## config.mk

```make
export PLATFORM = sky130hd
export DESIGN_NAME = lfsrGen
export DESIGN_NICKNAME = d
export VERILOG_FILES = /design/src/periphPkg.sv /design/src/lfsrGen.sv
export VERILOG_INCLUDE_DIRS = /design/src /design/src/src
export SDC_FILE = /design/constraint.sdc
export NUM_CORES = 1
export LEC_CHECK = 0
export ABC_AREA = 0
export BUFFER_PORTS_ARGS = -buffer_cell sky130_fd_sc_hd__buf_2
export CORE_MARGIN = 2
export CORE_UTILIZATION = 30
export CTS_CLUSTER_SIZE = 8
export DETAILED_ROUTE_END_ITERATION = 8
export PLACE_DENSITY = 0.61
export SYNTH_ARGS = -nofsm -noshare
export SYNTH_HDL_FRONTEND = slang
export SYNTH_SLANG_ARGS = --single-unit
```

## constraint.sdc

```tcl
create_clock -name iCLK_50 -period 0.9 [get_ports iCLK_50]
set_input_delay 0.09 -clock iCLK_50 [delete_from_list [all_inputs] [get_ports iCLK_50]]
set_output_delay 0.09 -clock iCLK_50 [all_outputs]
set_load 0.02 [all_outputs]
```

## src/periph_macros.svh

```systemverilog
// Peripheral bus constants
// Bus widths, the data bus address map, the stopwatch
// prescale and the LFSR feedback mask

`ifndef PERIPH_MACROS_SVH
`define PERIPH_MACROS_SVH

//////////////////////////////////////////////////
// Bus widths
//////////////////////////////////////////////////
`define BUS_WIDTH       32
`define BE_WIDTH        4               // One enable per byte lane

//////////////////////////////////////////////////
// Address map
//////////////////////////////////////////////////
`define MEM_BASE        32'h1001_0000   // Data segment
`define MEM_WORDS       256

`define SW_LO_ADDR      32'hFF20_0510   // Stopwatch low word
`define SW_HI_ADDR      32'hFF20_0514   // Stopwatch high word
`define LFSR_ADDR       32'hFF20_0518

`define BRK_ADDR_ADDR   32'hFF20_0600   // Break address
`define BRK_CTRL_ADDR   32'hFF20_0604   // Enable on write, status on read

//////////////////////////////////////////////////
// Timing and generators
//////////////////////////////////////////////////
`define US_PRESCALE     50              // 50 MHz cycles per microsecond

// Galois mask for a right-shifting register
`define LFSR_TAPS       32'h8020_0003

`endif
```

## src/periphPkg.sv

```systemverilog
// Peripheral bus types
// Word, address and byte-enable vectors plus the state
// and target encodings shared by the peripheral blocks

`include "periph_macros.svh"

package periphPkg;

    typedef logic [`BUS_WIDTH-1:0] busAddr_t;
    typedef logic [`BUS_WIDTH-1:0] busData_t;
    typedef logic [`BE_WIDTH-1:0]  byteEn_t;

    // CPU clock source
    typedef enum logic {
        MODE_STEP,              // One tick per KEY[2] press
        MODE_DIVIDED            // Free running from SW
    } clkMode_t;

    typedef enum logic {
        BRK_RUN,
        BRK_HALT
    } brkState_t;

    // Decoder target
    typedef enum logic [2:0] {
        SEL_NONE,
        SEL_MEM,
        SEL_SW_LO,
        SEL_SW_HI,
        SEL_LFSR,
        SEL_BRK_ADDR,
        SEL_BRK_CTRL
    } periphSel_t;

endpackage

```

## src/lfsrGen.sv

```systemverilog
// Random number generator
// 32-bit Galois LFSR. A bus write loads the seed, and every
// read steps the register once after returning its value.

`timescale 1ns/1ps
`include "periph_macros.svh"

module lfsrGen
    import periphPkg::*;
(
    input  logic     iCLK_50,
    input  logic     arstN,
    input  logic     lfsrRd,
    input  logic     lfsrWr,
    input  busData_t writeData,
    output busData_t lfsrData
);

    busData_t lfsr;
    busData_t lfsrNext;

    // Shift right and fold the taps back when a one drops out
    assign lfsrNext = (lfsr >> 1) ^ (lfsr[0] ? busData_t'(`LFSR_TAPS) : '0);

    always_ff @(posedge iCLK_50 or negedge arstN) begin
        if (!arstN)
            lfsr <= busData_t'(1);
        else if (lfsrWr)
            lfsr <= (writeData == '0) ? busData_t'(1) : writeData;   // Zero would lock up
        else if (lfsrRd)
            lfsr <= lfsrNext;
    end

    assign lfsrData = lfsr;

    // Seeds and steps both keep the state out of zero
    assert property (@(posedge iCLK_50) disable iff (!arstN) lfsr != '0)
        else $error("LFSR reached the all-zero state");

endmodule

```

* Word level (Yosys, flattened, before mapping)
Index checks and enable logic that the tools add are counted.
** Operators by class
- Add/sub/neg operators :: 0
- Magnitude comparators :: 0
- Shifts and indexed selects :: 0
- Reductions and logical operators :: 2
- Bitwise gates (word level) :: 1
- Div/mod/pow operators :: 0
- Equal/unequal tests :: 0
- Mux-type cells :: 4
- Multiply operators :: 0
** Operators by type and width (number)
- $mux W32 :: 4
- $logic_not A32 Y1 :: 1
- $xor A31 B32 Y32 :: 1
- $reduce_bool A2 Y1 :: 1
** Storage, ports and cells
- Flip-flop bits (word level) :: 32
- RAM bits :: 0
- Output and inout bits :: 32
- Bits in read-only memories :: 0
- Memories kept :: 0
- Latch bits :: 0
- Word-level logic and storage cells :: 8

* Longest topological paths before layout
Gate-level depths: netlist of run 1.
- Depth in word-level cells :: 4
- Mapped depth :: 5
- Mapped depth without buffers :: 4

* Worst setup path after synthesis of run 1
OpenSTA, ideal clock, no wires.
- Path type :: register to register
- Start :: register lfsr[0] (netlist: lfsrData[0])
- End :: register lfsr[21] (netlist: lfsrData[21])
- Clock period less this slack :: 1.064 ns
- Path slack :: -0.164 ns
- Library setup time :: 0.133 ns
- Buffers on the path :: 0
- Cell stages (with the launch flop) :: 5
- Data arrival time :: 0.930 ns
- Data required time :: 0.767 ns
- Cell sequence :: dfstp_2 -> xnor2_1 -> nand2_1 -> o21ai_0 -> o21ai_0
** Between the ends
- Word-level cells in the longest chain between the ends :: 4
** Ends and longest elaborated chain
- start, declared :: line lfsrGen.sv:19 : busData_t lfsr;
- start signal, assigned :: line lfsrGen.sv:27 : lfsr <= busData_t'(1);
- start signal, assigned :: line lfsrGen.sv:29 : lfsr <= (writeData == '0) ? busData_t'(1) : writeData;
- start signal, assigned :: line lfsrGen.sv:31 : lfsr <= lfsrNext;
- $mux W32 :: line lfsrGen.sv:23 : assign lfsrNext = (lfsr >> 1) ^ (lfsr[0] ? busData_t'(`LFSR_TAPS) : '0);
- $xor A31 B32 Y32 :: line lfsrGen.sv:23
- $mux W32 :: line lfsrGen.sv:30 : else if (lfsrRd)
- $mux W32 :: line lfsrGen.sv:28 : else if (lfsrWr)
No other way between the ends. The select of a mux whose other input is x is not followed.
A chain may end at the register's enable or synchronous reset.

* Worst setup path in the final report of run 1
- Start :: register lfsr[0] (netlist: lfsrData[0])
- End :: output port lfsrData[0]
** RTL lines
- end, declared :: line lfsrGen.sv:16 : output busData_t lfsrData
No word-level cell between the ends.

==> insert_results.sql, run 1 <==
INSERT INTO impl_metrics (metric_group, metric, value, unit) VALUES
('setup_path', 'cell_breakdown_of_the_critical_path', 'buf_6, buf_6', ''),
('layout', 'final_cells', '342', ''),
('grt', 'grt_max_degree', '25', ''),
('sta', 'final.period_utilization', '128', '%'),
('logic_synthesis', 'synth.area.mux_share', '18.2', '%'),
('sta', 'worstMarginPinSlew', '0.390', 'ns'),
('clock_tree', 'cts_buffers', '5', ''),
('layout', 'area.growth.synth_to_final', '74.1', '%'),
('power_and_ir_drop', 'cell_pwr_density', '1580', 'nW/um2'),
('sta', 'period_needed', '1.15', 'ns'),
('setup_path', 'critPathRequiredTime', '0.81', 'ns'),
('routing', 'post-route-drc-count', '0', ''),
('logic_synthesis', 'synthXorXnorAreaFrac', '1.65', '%'),
('placement', 'dpl_wire_length', '3210', 'um'),
('grt', 'grt_pass1_vias', '1655', ''),
('clock_tree', 'cts_tree', 'done', ''),
('clock_tree', 'clk_transition_reported_paths', '0.07', 'ns'),
('clock_tree', 'cts_htree_levels', '2', ''),
('setup_path', 'worst-setup-path-type', 'flop to output port', ''),
('sta', 'layout_setup_ws', '-0.250', 'ns'),
('routing', 'wl', '4610', 'um'),
('placement', 'io_buffer_count', '67', ''),
('grt', 'grt_first_pass_wirelength', '7800', 'um'),
('clock_tree', 'clockRootBuffer', 'clkbuf_8', ''),
('logic_synthesis', 'synth-compound-area-share', '11.1', '%'),
('clock_tree', 'cts_sinks', '32', ''),
('sta', 'setup_viol', '29', ''),
('job', 'total_of_max_cap_violations', '0', ''),
('sta', 'hold-worst-slack', '0.0357', 'ns'),
('setup_path', 'critical_path_arrival', '1.06', 'ns'),
('logic_synthesis', 'synth.area.top_cells', 'dfrtp_1 (49%), mux2i_1 (18%), o21ai_0 (10%)', ''),
('logic_synthesis', 'main_combinational_cell_family_by_area_after_synthesis', 'multiplexers', ''),
('layout', 'layout_commonest_cell', 'buf_6', ''),
('logic_synthesis', 'synthDominantAreaCellType', 'dfrtp_1', ''),
('setup_path', 'cpPeakStageDelay', '0.56', 'ns'),
('logic_synthesis', 'syn_warnings', '0', ''),
('placement', 'final_weighted_congestion_in_routability_driven_placement', '0.824', ''),
('routing', 'dr.first_iter.drc_count', '71', ''),
('logic_synthesis', 'synth_top_area_share', '48.6', '%'),
('logic_synthesis', 'synth_cell_type_count', '16', ''),
('sta', 'fin_setup_tns', '-1.50', 'ns'),
('placement', 'placed_area', '2170', 'um2'),
('clock_tree', 'clkLatencyLatePin', '0.28', 'ns'),
('layout', 'final_net_count', '307', ''),
('min_path', 'worst_min_delay_path_class', 'input port to flop', ''),
('layout', 'final_layout_size_suffix_gt1_share', '50.7', '%'),
('die', 'die_h', '76.9', 'um'),
('power_and_ir_drop', 'total_leakage_power', '1.38', 'nW'),
('logic_synthesis', 'ys_seq_area_share', '50.3', '%'),
('power_and_ir_drop', 'irDropWorstVdd', '0.000655', 'V'),
('logic_synthesis', 'mappedNetlistNets', '191', ''),
('setup_path', 'worstSetupStartpoint', 'lfsrData[0]', ''),
('grt', 'grt_overflow', '0', ''),
('routing', 'num_vias', '1559', ''),
('outcome', 'status', 'finished with violations', ''),
('setup_path', 'cpMostUsedCell', 'buf_6', ''),
('layout', 'antenna-diode-count', '0', ''),
('sta', 'max_slew_margin', '73.8', '%'),
('layout', 'postLayoutCellArea', '2780', 'um2'),
('outcome', 'violations_in_the_final_reports', 'negative setup slack', ''),
('logic_synthesis', 'netlist_area', '1600', 'um2'),
('grt', 'globalRouteTotalUtil', '16.4', '%'),
('setup_path', 'cp_max_fo', '2', ''),
('routing', 'post_drt_wl_per_cell', '13.5', 'um'),
('placement', 'placed_cells', '303', ''),
('logic_synthesis', 'yosys.area_share.simple', '13.9', '%'),
('sta', 'fmax', '869', 'MHz'),
('die', 'initial_utilization', '31.2', '%'),
('routing', 'drt.antenna.violating_nets', '0', ''),
('sta', 'rsz_0062_raised_after_global_routing', 'true', ''),
('setup_path', 'setup.worst_path.start_class', 'flop', '');
## where the power goes
| part | leakage, nW | internal (mW) | total (mW) | switching [mW] |
|---|---|---|---|---|
| sequential | 0.385 | 1.60 | 1.75 | 0.148 |
| combinational | 0.948 | 0.845 | 1.49 | 0.645 |
| clock | 0.0510 | 0.610 | 1.14 | 0.534 |
## layer usage
layer	up-vias	GRT usage [%]	part of all wire (%)
met5	-	0	0
met4	0	4.36	0.48
met3	2	3.06	3.3
met2	31	28.5	52
met1	750	20.8	44
li1	776	-	-
## worst paths after layout
check	to	slack, ns	cells past startpoint
min reg2reg	lfsrData[21]	0.63	2
max in group asynchronous	lfsrData[22]	0.25	3
max	lfsrData[0]	-0.25	2
min in group asynchronous	lfsrData[1]	0.24	2
min	lfsrData[11]	0.04	3
max reg2reg	lfsrData[1]	-0.23	5
## cell families (layout without fill, tap and decap cells)
group,count (synthesis),after routing
buffers and inverters,11,128
XOR/XNOR,3,3
AND/OR/NAND/NOR,45,45
multiplexers,29,29
flip-flops,32,32
AO/OA/AOI/OAI,35,35
## cell usage after synthesis, drive strengths merged
cell type / instances
buf: 6
clkbuf: 5
o21ai: 34
nor4: 8
dfrtp: 31
o21a: 1
nand4: 2
mux2i: 29
dfstp: 1
nand2: 34
nor2b: 1
xnor2: 3
## cell type report
| type | count | area [um2] |
|---|---|---|
| Sequential cell | 32 | 805 |
| Multi-Input combinational cell | 112 | 742 |
| Clock buffer | 6 | 82.6 |
| Fill cell | 503 | 2330 |
| Tap cell | 70 | 87.6 |
| Clock inverter | 2 | 10.0 |
| Timing Repair Buffer | 120 | 1050 |
## metrics by stage
step / setup WS (ns) / util (%)
6_report: -0.250 / 54.4
5_1_grt: -0.266 / 54.4
4_1_cts: -0.242 / 52.8
3_5_place_dp: -0.222 / 42.5
3_3_place_gp: -0.239 / 42.5
2_1_floorplan: -0.159 / -
## worst max-delay path: cells and delay by family, from the launching register on
kind | cells | cell delay, ns
flops | 1 | 0.56
buf+inv | 2 | 0.22
## repair_timing
action / 4_1_cts / 5_1_grt
gates cloned: 0 / 0
hold buffers: 1 / 0
setup endpoints to repair: 35 / 56
resized for setup: 67 / 37
setup buffers: 29 / 1
hold endpoints to repair: 32 / 0
pin swaps: 1 / 11
No activity file was read; power rests on OpenSTA's default activity.
==> run 2, diff against run 1 <==
ABC_AREA = 1   (was 0)
PLACE_DENSITY = 0.6   (was 0.61)
==> run 2 against run 1 <==
  * The flow still finishes with violations (negative setup slack)
  * Sequential power hardly changed
  * Sequential share of layout area up 1.7 points
  * Routed wire length is 5.5% higher
  * Critical endpoint unchanged
  * Die area rose by 1.2%
  * Total power decreased by 2.8%
==> insert_results.sql, run 2 <==
INSERT INTO impl_metrics (metric_group, metric, value, unit) VALUES
('outcome', 'status', 'finished with violations', ''),
('outcome', 'violations_in_the_final_reports', 'negative setup slack', ''),
('sta', 'max_slew_margin', '60.6', '%'),
('layout', 'final_net_count', '343', ''),
('layout', 'antenna-diode-count', '0', ''),
('logic_synthesis', 'asyncSetResetFlopFracSynth', '100', '%'),
('power_and_ir_drop', 'irDropWorstVdd', '0.000797', 'V'),
('die', 'fp.dieArea', '5990', 'um2'),
('setup_path', 'cp_max_fo', '2', ''),
('min_path', 'hold-path-endpoint', 'lfsrData[18]', ''),
('clock_tree', 'cts_tree', 'done', ''),
('grt', 'grt_max_degree', '33', ''),
('grt', 'globalRouteTotalUtil', '17.3', '%'),
('sta', 'final.period_utilization', '125', '%'),
('setup_path', 'r2r_slack', '-0.18', 'ns'),
('setup_path', 'critPathRequiredTime', '0.81', 'ns'),
('logic_synthesis', 'mappedNetlistNets', '248', ''),
('logic_synthesis', 'synth.area.mux_share', '0', '%'),
('routing', 'post-route-drc-count', '0', ''),
('clock_tree', 'clkLatencyLatePin', '0.28', 'ns'),
('setup_path', 'critical_path_arrival', '1.03', 'ns'),
('sta', 'rsz_0062_raised_after_global_routing', 'true', ''),
('placement', 'placed_area', '2080', 'um2'),
('logic_synthesis', 'synth-compound-area-share', '21.5', '%'),
('setup_path', 'reg2reg_to', 'lfsrData[21]', ''),
('logic_synthesis', 'dominant_cell_by_count_in_the_synthesized_netlist', 'nor2_1', ''),
('routing', 'first_pass_detailed_route_iteration_total', '4', ''),
('routing', 'dr.first_iter.drc_count', '79', ''),
('die', 'placeableCoreArea', '5140', 'um2'),
('sta', 'fin_setup_tns', '-0.974', 'ns'),
('logic_synthesis', 'post_synthesis_cell_count', '212', ''),
('logic_synthesis', 'synth.area.top_cells', 'dfrtp_1 (48%), nor2_1 (11%), a21oi_1 (10%)', ''),
('routing', 'wl', '4860', 'um'),
('grt', 'grt_first_pass_wirelength', '8220', 'um'),
('min_path', 'worst_min_delay_path_class', 'input port to flop', ''),
('setup_path', 'r2r_start', 'lfsrData[0]', ''),
('logic_synthesis', 'postSynth.topFlopCell', 'dfrtp_1', ''),
('power_and_ir_drop', 'pwr-share-clk', '26.8', '%'),
('sta', 'period_needed', '1.12', 'ns'),
('grt', 'grt_overflow', '0', ''),
('die', 'initial_utilization', '31.4', '%'),
('logic_synthesis', 'share_of_synthesized_cell_area_in_full_adder_half_adder_and_majority_cells', '0', '%'),
('layout', 'layout_commonest_cell', 'nor2_1', ''),
('min_path', 'whs_path_depth', '3', ''),
('power_and_ir_drop', 'seq_power_share', '40.6', '%'),
('sta', 'fin_worst_skew', '0.00766', 'ns'),
('die', 'core.rowCount', '26', ''),
('clock_tree', 'cts_buffers', '5', ''),
('clock_tree', 'clk_transition_reported_paths', '0.07', 'ns'),
('logic_synthesis', 'main_combinational_cell_family_by_area_after_synthesis', 'simple AND/OR/NAND/NOR gates', ''),
('routing', 'post_drt_wl_per_cell', '12.9', 'um'),
('logic_synthesis', 'netlist_area', '1620', 'um2'),
('logic_synthesis', 'synth_top_area_share', '48.0', '%'),
('logic_synthesis', 'yosys_register_bits', '32', ''),
('placement', 'io_buffer_count', '67', ''),
('layout', 'layout_common_cells', 'nor2_1 (47), nand2_1 (42), buf_6 (36)', ''),
('placement', 'final_weighted_congestion_in_routability_driven_placement', '0.759', ''),
('logic_synthesis', 'ys_seq_area_share', '49.7', '%'),
('sta', 'layout_setup_ws', '-0.223', 'ns'),
('routing', 'num_vias', '1753', ''),
('sta', 'hold_viol_final', '0', ''),
('setup_path', 'setup.worst_path.start_class', 'flop', ''),
('grt', 'antenna_violations_before_repair', '0', ''),
('logic_synthesis', 'synthDominantAreaCellType', 'dfrtp_1', ''),
('power_and_ir_drop', 'combPwrFrac', '32.5', '%'),
('clock_tree', 'cts_sinks', '32', ''),
('die', 'die_w', '77.4', 'um'),
('logic_synthesis', 'yosys.area_share.simple', '21.8', '%'),
('routing', 'drt.antenna.violating_nets', '0', ''),
('routing', 'avgViaCountPerCell', '4.64', ''),
('clock_tree', 'clk_path_buf_depth', '2', ''),
('clock_tree', 'cts_htree_levels', '2', ''),
('min_path', 'hp-start', 'writeData[18]', ''),
('sta', 'worstMarginPinSlew', '0.590', 'ns'),
('layout', 'final.fill_count', '531', ''),
('layout', 'largest_register_ff_count', '32', ''),
('logic_synthesis', 'synth_enable_flop_cells', '0', ''),
('die', 'pin_count', '68', ''),
('power_and_ir_drop', 'internal-power', '2.93', 'mW'),
('logic_synthesis', 'syn_warnings', '0', ''),
('logic_synthesis', 'synth_cell_type_count', '18', ''),
('power_and_ir_drop', 'total_leakage_power', '1.25', 'nW'),
('power_and_ir_drop', 'p_sw', '1.33', 'mW'),
('logic_synthesis', 'syn-mean-instance-area', '7.62', 'um2'),
('clock_tree', 'clockRootBuffer', 'clkbuf_8', ''),
('job', 'total_of_max_cap_violations', '0', ''),
('setup_path', 'worst_setup_path_end_kind', 'output port', ''),
('sta', 'fmax', '890', 'MHz'),
('logic_synthesis', 'synthXorXnorAreaFrac', '0.542', '%'),
('placement', 'dpl_wire_length', '3200', 'um'),
('power_and_ir_drop', 'cell_pwr_density', '1630', 'nW/um2'),
('power_and_ir_drop', 'p_sw_share', '31.2', '%'),
('die', 'die_h', '77.4', 'um'),
('layout', 'area.growth.synth_to_final', '62.1', '%'),
('layout', 'final_layout_size_suffix_gt1_share', '41.6', '%'),
('sta', 'slew_violations', '0', ''),
('setup_path', 'worst-setup-path-type', 'flop to output port', ''),
('setup_path', 'rr_worst_depth', '5', ''),
('logic_synthesis', 'synth.top_cells.by_count', 'nor2_1 (47), nand2_1 (42), a21oi_1 (33), dfrtp_1 (31), o21ai_0 (27)', ''),
('sta', 'setup_viol', '23', ''),
('layout', 'postLayoutCellArea', '2620', 'um2'),
('grt', 'grt_pass1_vias', '1760', '');
==> run 2: cell types whose count changed in the layout (fill, tap and decap cells not counted), moves of 4 or more <==
cell / delta
nor2_1: +47
a21oi_1: +28
mux2i_1: -28
o21ai_1: -13
o21ai_2: +11
buf_6: -10
buf_4: -8
nand2_1: +8
a21oi_2: +5
inv_1: +4
nor4_1: -4
nor4_2: -4
==> run 2: area by class of cell <==
cell class                 count  area, um2  area share [%]
clock buffer                   8       90.1            3.44
sequential                    32        802            30.6
tap                           70       87.6            3.34
timing repair buffer         100        838            32.0
inverter                       8       32.5            1.24
multi-input combinational    160        768            29.3
==> run 2: power groups by stage <==
stage	logic, mW	clock network, mW	registers [mW]
CTS	1.32	1.18	1.73
global placement	0.922	0	1.74
global route	1.51	1.25	1.75
detailed placement	0.928	0	1.75
floorplan	0.324	0	1.94
finish	1.39	1.14	1.73
==> run 2: layer usage <==
layer / share of wire, % / global-route usage, % / vias to the layer above / wire length, um
li1: - / - / 880 / -
met1: 44 / 22.2 / 814 / 2130
met2: 49 / 28.2 / 53 / 2390
met3: 6.1 / 5.58 / 6 / 295
met4: 1.0 / 4.29 / 0 / 51
met5: 0 / 0 / - / 0
==> run 2: how the worst max path moves through the flow <==
stage	startpoint	to	slack [ns]	cells after the start
4_1_cts	lfsrData[0]	lfsrData[0]	-0.21	2
5_1_grt	lfsrData[0]	lfsrData[21]	-0.27	5
3_3_place_gp	lfsrData[0]	lfsrData[1]	-0.10	3
6_report	lfsrData[0]	lfsrData[0]	-0.22	2
3_5_place_dp	lfsrData[0]	lfsrData[21]	-0.11	4
2_1_floorplan	lfsrData[0]	lfsrData[21]	-0.16	4
==> run 2: critical path, stage by stage, from the launching register on <==
cell and delay, ns:
dfstp_2 0.55, buf_6 0.10, buf_6 0.11
==> run 2: through the flow <==
stage	cells	worst slack [ns]	utilization, %	total power, mW	hold slack [ns]
global route	378	-0.268	50.9	4.52	0.0480
floorplan	212	-0.157	-	2.26	-0.206
detailed placement	347	-0.107	40.4	2.67	0.0594
global placement	347	-0.104	40.4	2.67	0.0629
CTS	378	-0.214	49.6	4.23	0.0424
finish	378	-0.223	50.9	4.26	0.0516
==> run 2: cell families after synthesis <==
| family | after synthesis |
|---|---|
| AO/OA/AOI/OAI | 68 |
| buffers and inverters | 20 |
| flip-flops | 32 |
| AND/OR/NAND/NOR | 91 |
| XOR/XNOR | 1 |
==> run 2: timing repair <==
| item | in CTS | in global routing |
|---|---|---|
| buffers inserted | 22 | 0 |
| pin swaps | 2 | 5 |
| resized for setup | 70 | 33 |
| hold endpoints to repair | 32 | 0 |
| setup endpoints to repair | 36 | 53 |
| cloned | 0 | 0 |
| hold buffers | 1 | 0 |
==> run 3, diff against run 2 <==
CORE_ASPECT_RATIO = 0.75   (was unset)
==> run 3 against run 2 <==
  * The flow still finishes with violations (negative setup slack)
  * Flip-flop and latch count unchanged
  * Die area up 0.11%
  * Setup slack about the same
  * Critical path depth unchanged
  * First-iteration DRC count up 27%
  * Sequential power about the same
  * Design area up 2.7%
  * Utilization up 0.11 points
  * Largest cell class unchanged
==> insert_results.sql, run 3 (synthesis gave the netlist of run 2 again) <==
INSERT INTO impl_metrics (metric_group, metric, value, unit) VALUES
('power_and_ir_drop', 'irDropWorstVdd', '0.000584', 'V'),
('clock_tree', 'cts_buffers', '5', ''),
('sta', 'fin_worst_skew', '0.00526', 'ns'),
('clock_tree', 'clk_path_buf_depth', '2', ''),
('power_and_ir_drop', 'cell_pwr_density', '1610', 'nW/um2'),
('setup_path', 'rr_worst_depth', '5', ''),
('setup_path', 'cp_max_fo', '2', ''),
('die', 'core.rowCount', '23', ''),
('routing', 'post-route-drc-count', '0', ''),
('layout', 'layout_commonest_cell', 'nor2_1', ''),
('placement', 'placed_area', '2130', 'um2'),
('layout', 'final_net_count', '354', ''),
('grt', 'grt_first_pass_wirelength', '8160', 'um'),
('routing', 'num_vias', '1794', ''),
('clock_tree', 'clkLatencyLatePin', '0.28', 'ns'),
('sta', 'hold_viol_final', '0', ''),
('min_path', 'hold-path-endpoint', 'lfsrData[24]', ''),
('routing', 'wl', '5070', 'um'),
('setup_path', 'r2r_slack', '-0.17', 'ns'),
('power_and_ir_drop', 'pwr-share-clk', '26.6', '%'),
('clock_tree', 'cts_sinks', '32', ''),
('grt', 'grt_max_degree', '30', ''),
('routing', 'avgViaCountPerCell', '4.55', ''),
('sta', 'rsz_0062_raised_after_global_routing', 'true', ''),
('clock_tree', 'cts_htree_levels', '2', ''),
('sta', 'max_slew_margin', '64.7', '%'),
('sta', 'fmax', '890', 'MHz'),
('sta', 'slew_violations', '0', ''),
('setup_path', 'critical_path_arrival', '1.03', 'ns'),
('die', 'placeableCoreArea', '5270', 'um2'),
('grt', 'antenna_violations_before_repair', '0', ''),
('sta', 'fin_setup_tns', '-1.25', 'ns'),
('placement', 'io_buffer_count', '67', ''),
('power_and_ir_drop', 'seq_power_share', '40.3', '%'),
('grt', 'grt_pass1_vias', '1727', ''),
('outcome', 'violations_in_the_final_reports', 'negative setup slack', ''),
('placement', 'final_weighted_congestion_in_routability_driven_placement', '0.783', ''),
('die', 'fp.dieArea', '5990', 'um2'),
('layout', 'postLayoutCellArea', '2690', 'um2'),
('power_and_ir_drop', 'total_leakage_power', '1.30', 'nW'),
('power_and_ir_drop', 'p_sw', '1.35', 'mW'),
('grt', 'globalRouteTotalUtil', '17.8', '%'),
('die', 'pin_count', '68', ''),
('grt', 'grt_overflow', '0', ''),
('sta', 'final.period_utilization', '125', '%'),
('routing', 'dr.first_iter.drc_count', '100', ''),
('min_path', 'whs_path_depth', '3', ''),
('layout', 'largest_register_ff_count', '32', ''),
('setup_path', 'r2r_start', 'lfsrData[0]', ''),
('clock_tree', 'clockRootBuffer', 'clkbuf_8', ''),
('power_and_ir_drop', 'internal-power', '2.96', 'mW'),
('layout', 'final_layout_size_suffix_gt1_share', '43.3', '%'),
('layout', 'antenna-diode-count', '0', ''),
('power_and_ir_drop', 'combPwrFrac', '33.1', '%'),
('setup_path', 'critPathRequiredTime', '0.81', 'ns'),
('routing', 'post_drt_wl_per_cell', '12.9', 'um'),
('setup_path', 'worst-setup-path-type', 'flop to output port', ''),
('routing', 'drt.antenna.violating_nets', '0', ''),
('outcome', 'status', 'finished with violations', ''),
('die', 'die_w', '88.7', 'um'),
('min_path', 'worst_min_delay_path_class', 'input port to flop', ''),
('min_path', 'hp-start', 'writeData[24]', ''),
('sta', 'period_needed', '1.12', 'ns'),
('routing', 'first_pass_detailed_route_iteration_total', '4', ''),
('setup_path', 'reg2reg_to', 'lfsrData[21]', ''),
('sta', 'setup_viol', '28', ''),
('die', 'die_h', '67.5', 'um'),
('setup_path', 'worst_setup_path_end_kind', 'output port', ''),
('sta', 'layout_setup_ws', '-0.223', 'ns'),
('layout', 'layout_common_cells', 'nor2_1 (47), nand2_1 (42), buf_6 (37)', ''),
('power_and_ir_drop', 'p_sw_share', '31.4', '%'),
('setup_path', 'setup.worst_path.start_class', 'flop', ''),
('placement', 'dpl_wire_length', '3510', 'um'),
('job', 'total_of_max_cap_violations', '0', ''),
('die', 'initial_utilization', '30.7', '%'),
('sta', 'worstMarginPinSlew', '0.529', 'ns'),
('clock_tree', 'clk_transition_reported_paths', '0.07', 'ns'),
('clock_tree', 'cts_tree', 'done', ''),
('layout', 'area.growth.synth_to_final', '66.5', '%');
run 3: layout make-up:
type / instances / area (um2)
inverters: 8 / 32.5
flip-flops and latches: 32 / 802
fillers: 533 / 2580
clock buffers: 8 / 90.1
well taps: 75 / 93.8
repair buffers: 111 / 912
multi-input cells: 160 / 758
run 3: critical path, stage by stage (launching register included):
cell and delay, ns:
dfstp_2 0.55, buf_6 0.10, buf_6 0.11
run 3: how the worst max path moves through the flow:
stage,startpoint,to,cells past startpoint
floorplan,lfsrData[0],lfsrData[21],4
CTS,lfsrData[0],lfsrData[0],2
detailed placement,lfsrData[0],lfsrData[21],4
finish,lfsrData[0],lfsrData[0],2
global route,lfsrData[0],lfsrData[21],5
global placement,writeData[6],lfsrData[0],8
run 3: power by group through the flow:
stage          registers (mW)  clock network [mW]  logic [mW]
2_1_floorplan            1.94                   0       0.324
3_3_place_gp             1.75                   0       0.941
3_5_place_dp             1.75                   0       0.954
4_1_cts                  1.74                1.18        1.33
5_1_grt                  1.76                1.25        1.56
6_report                 1.74                1.15        1.43
run 3: metal layers:
| metal | vias to the layer above | track usage, % | share of wire, % | wire length [um] |
|---|---|---|---|---|
| met3 | 2 | 5.01 | 5.7 | 287 |
| met2 | 51 | 27.4 | 46 | 2320 |
| met4 | 0 | 3.41 | 0.24 | 12 |
| li1 | 904 | - | - | - |
| met1 | 837 | 25.0 | 48 | 2450 |
| met5 | - | 0 | 0 | 0 |
run 3: repair_timing:
action | CTS | global route
hold buffers | 1 | 0
setup endpoints to repair | 36 | 57
pin swaps | 1 | 4
setup buffers | 21 | 4
hold endpoints to repair | 32 | 0
resized for setup | 69 | 37
run 3: stage by stage:
step | power, mW | hold slack (ns) | cells | util [%] | setup WS (ns)
2_1_floorplan | 2.26 | -0.206 | 212 | - | -0.157
3_3_place_gp | 2.69 | -0.0104 | 360 | 40.4 | -0.0854
3_5_place_dp | 2.70 | -0.00807 | 360 | 40.4 | -0.0986
4_1_cts | 4.25 | 0.0427 | 390 | 49.3 | -0.210
5_1_grt | 4.56 | 0.0478 | 394 | 51.1 | -0.285
6_report | 4.32 | 0.0490 | 394 | 51.1 | -0.223
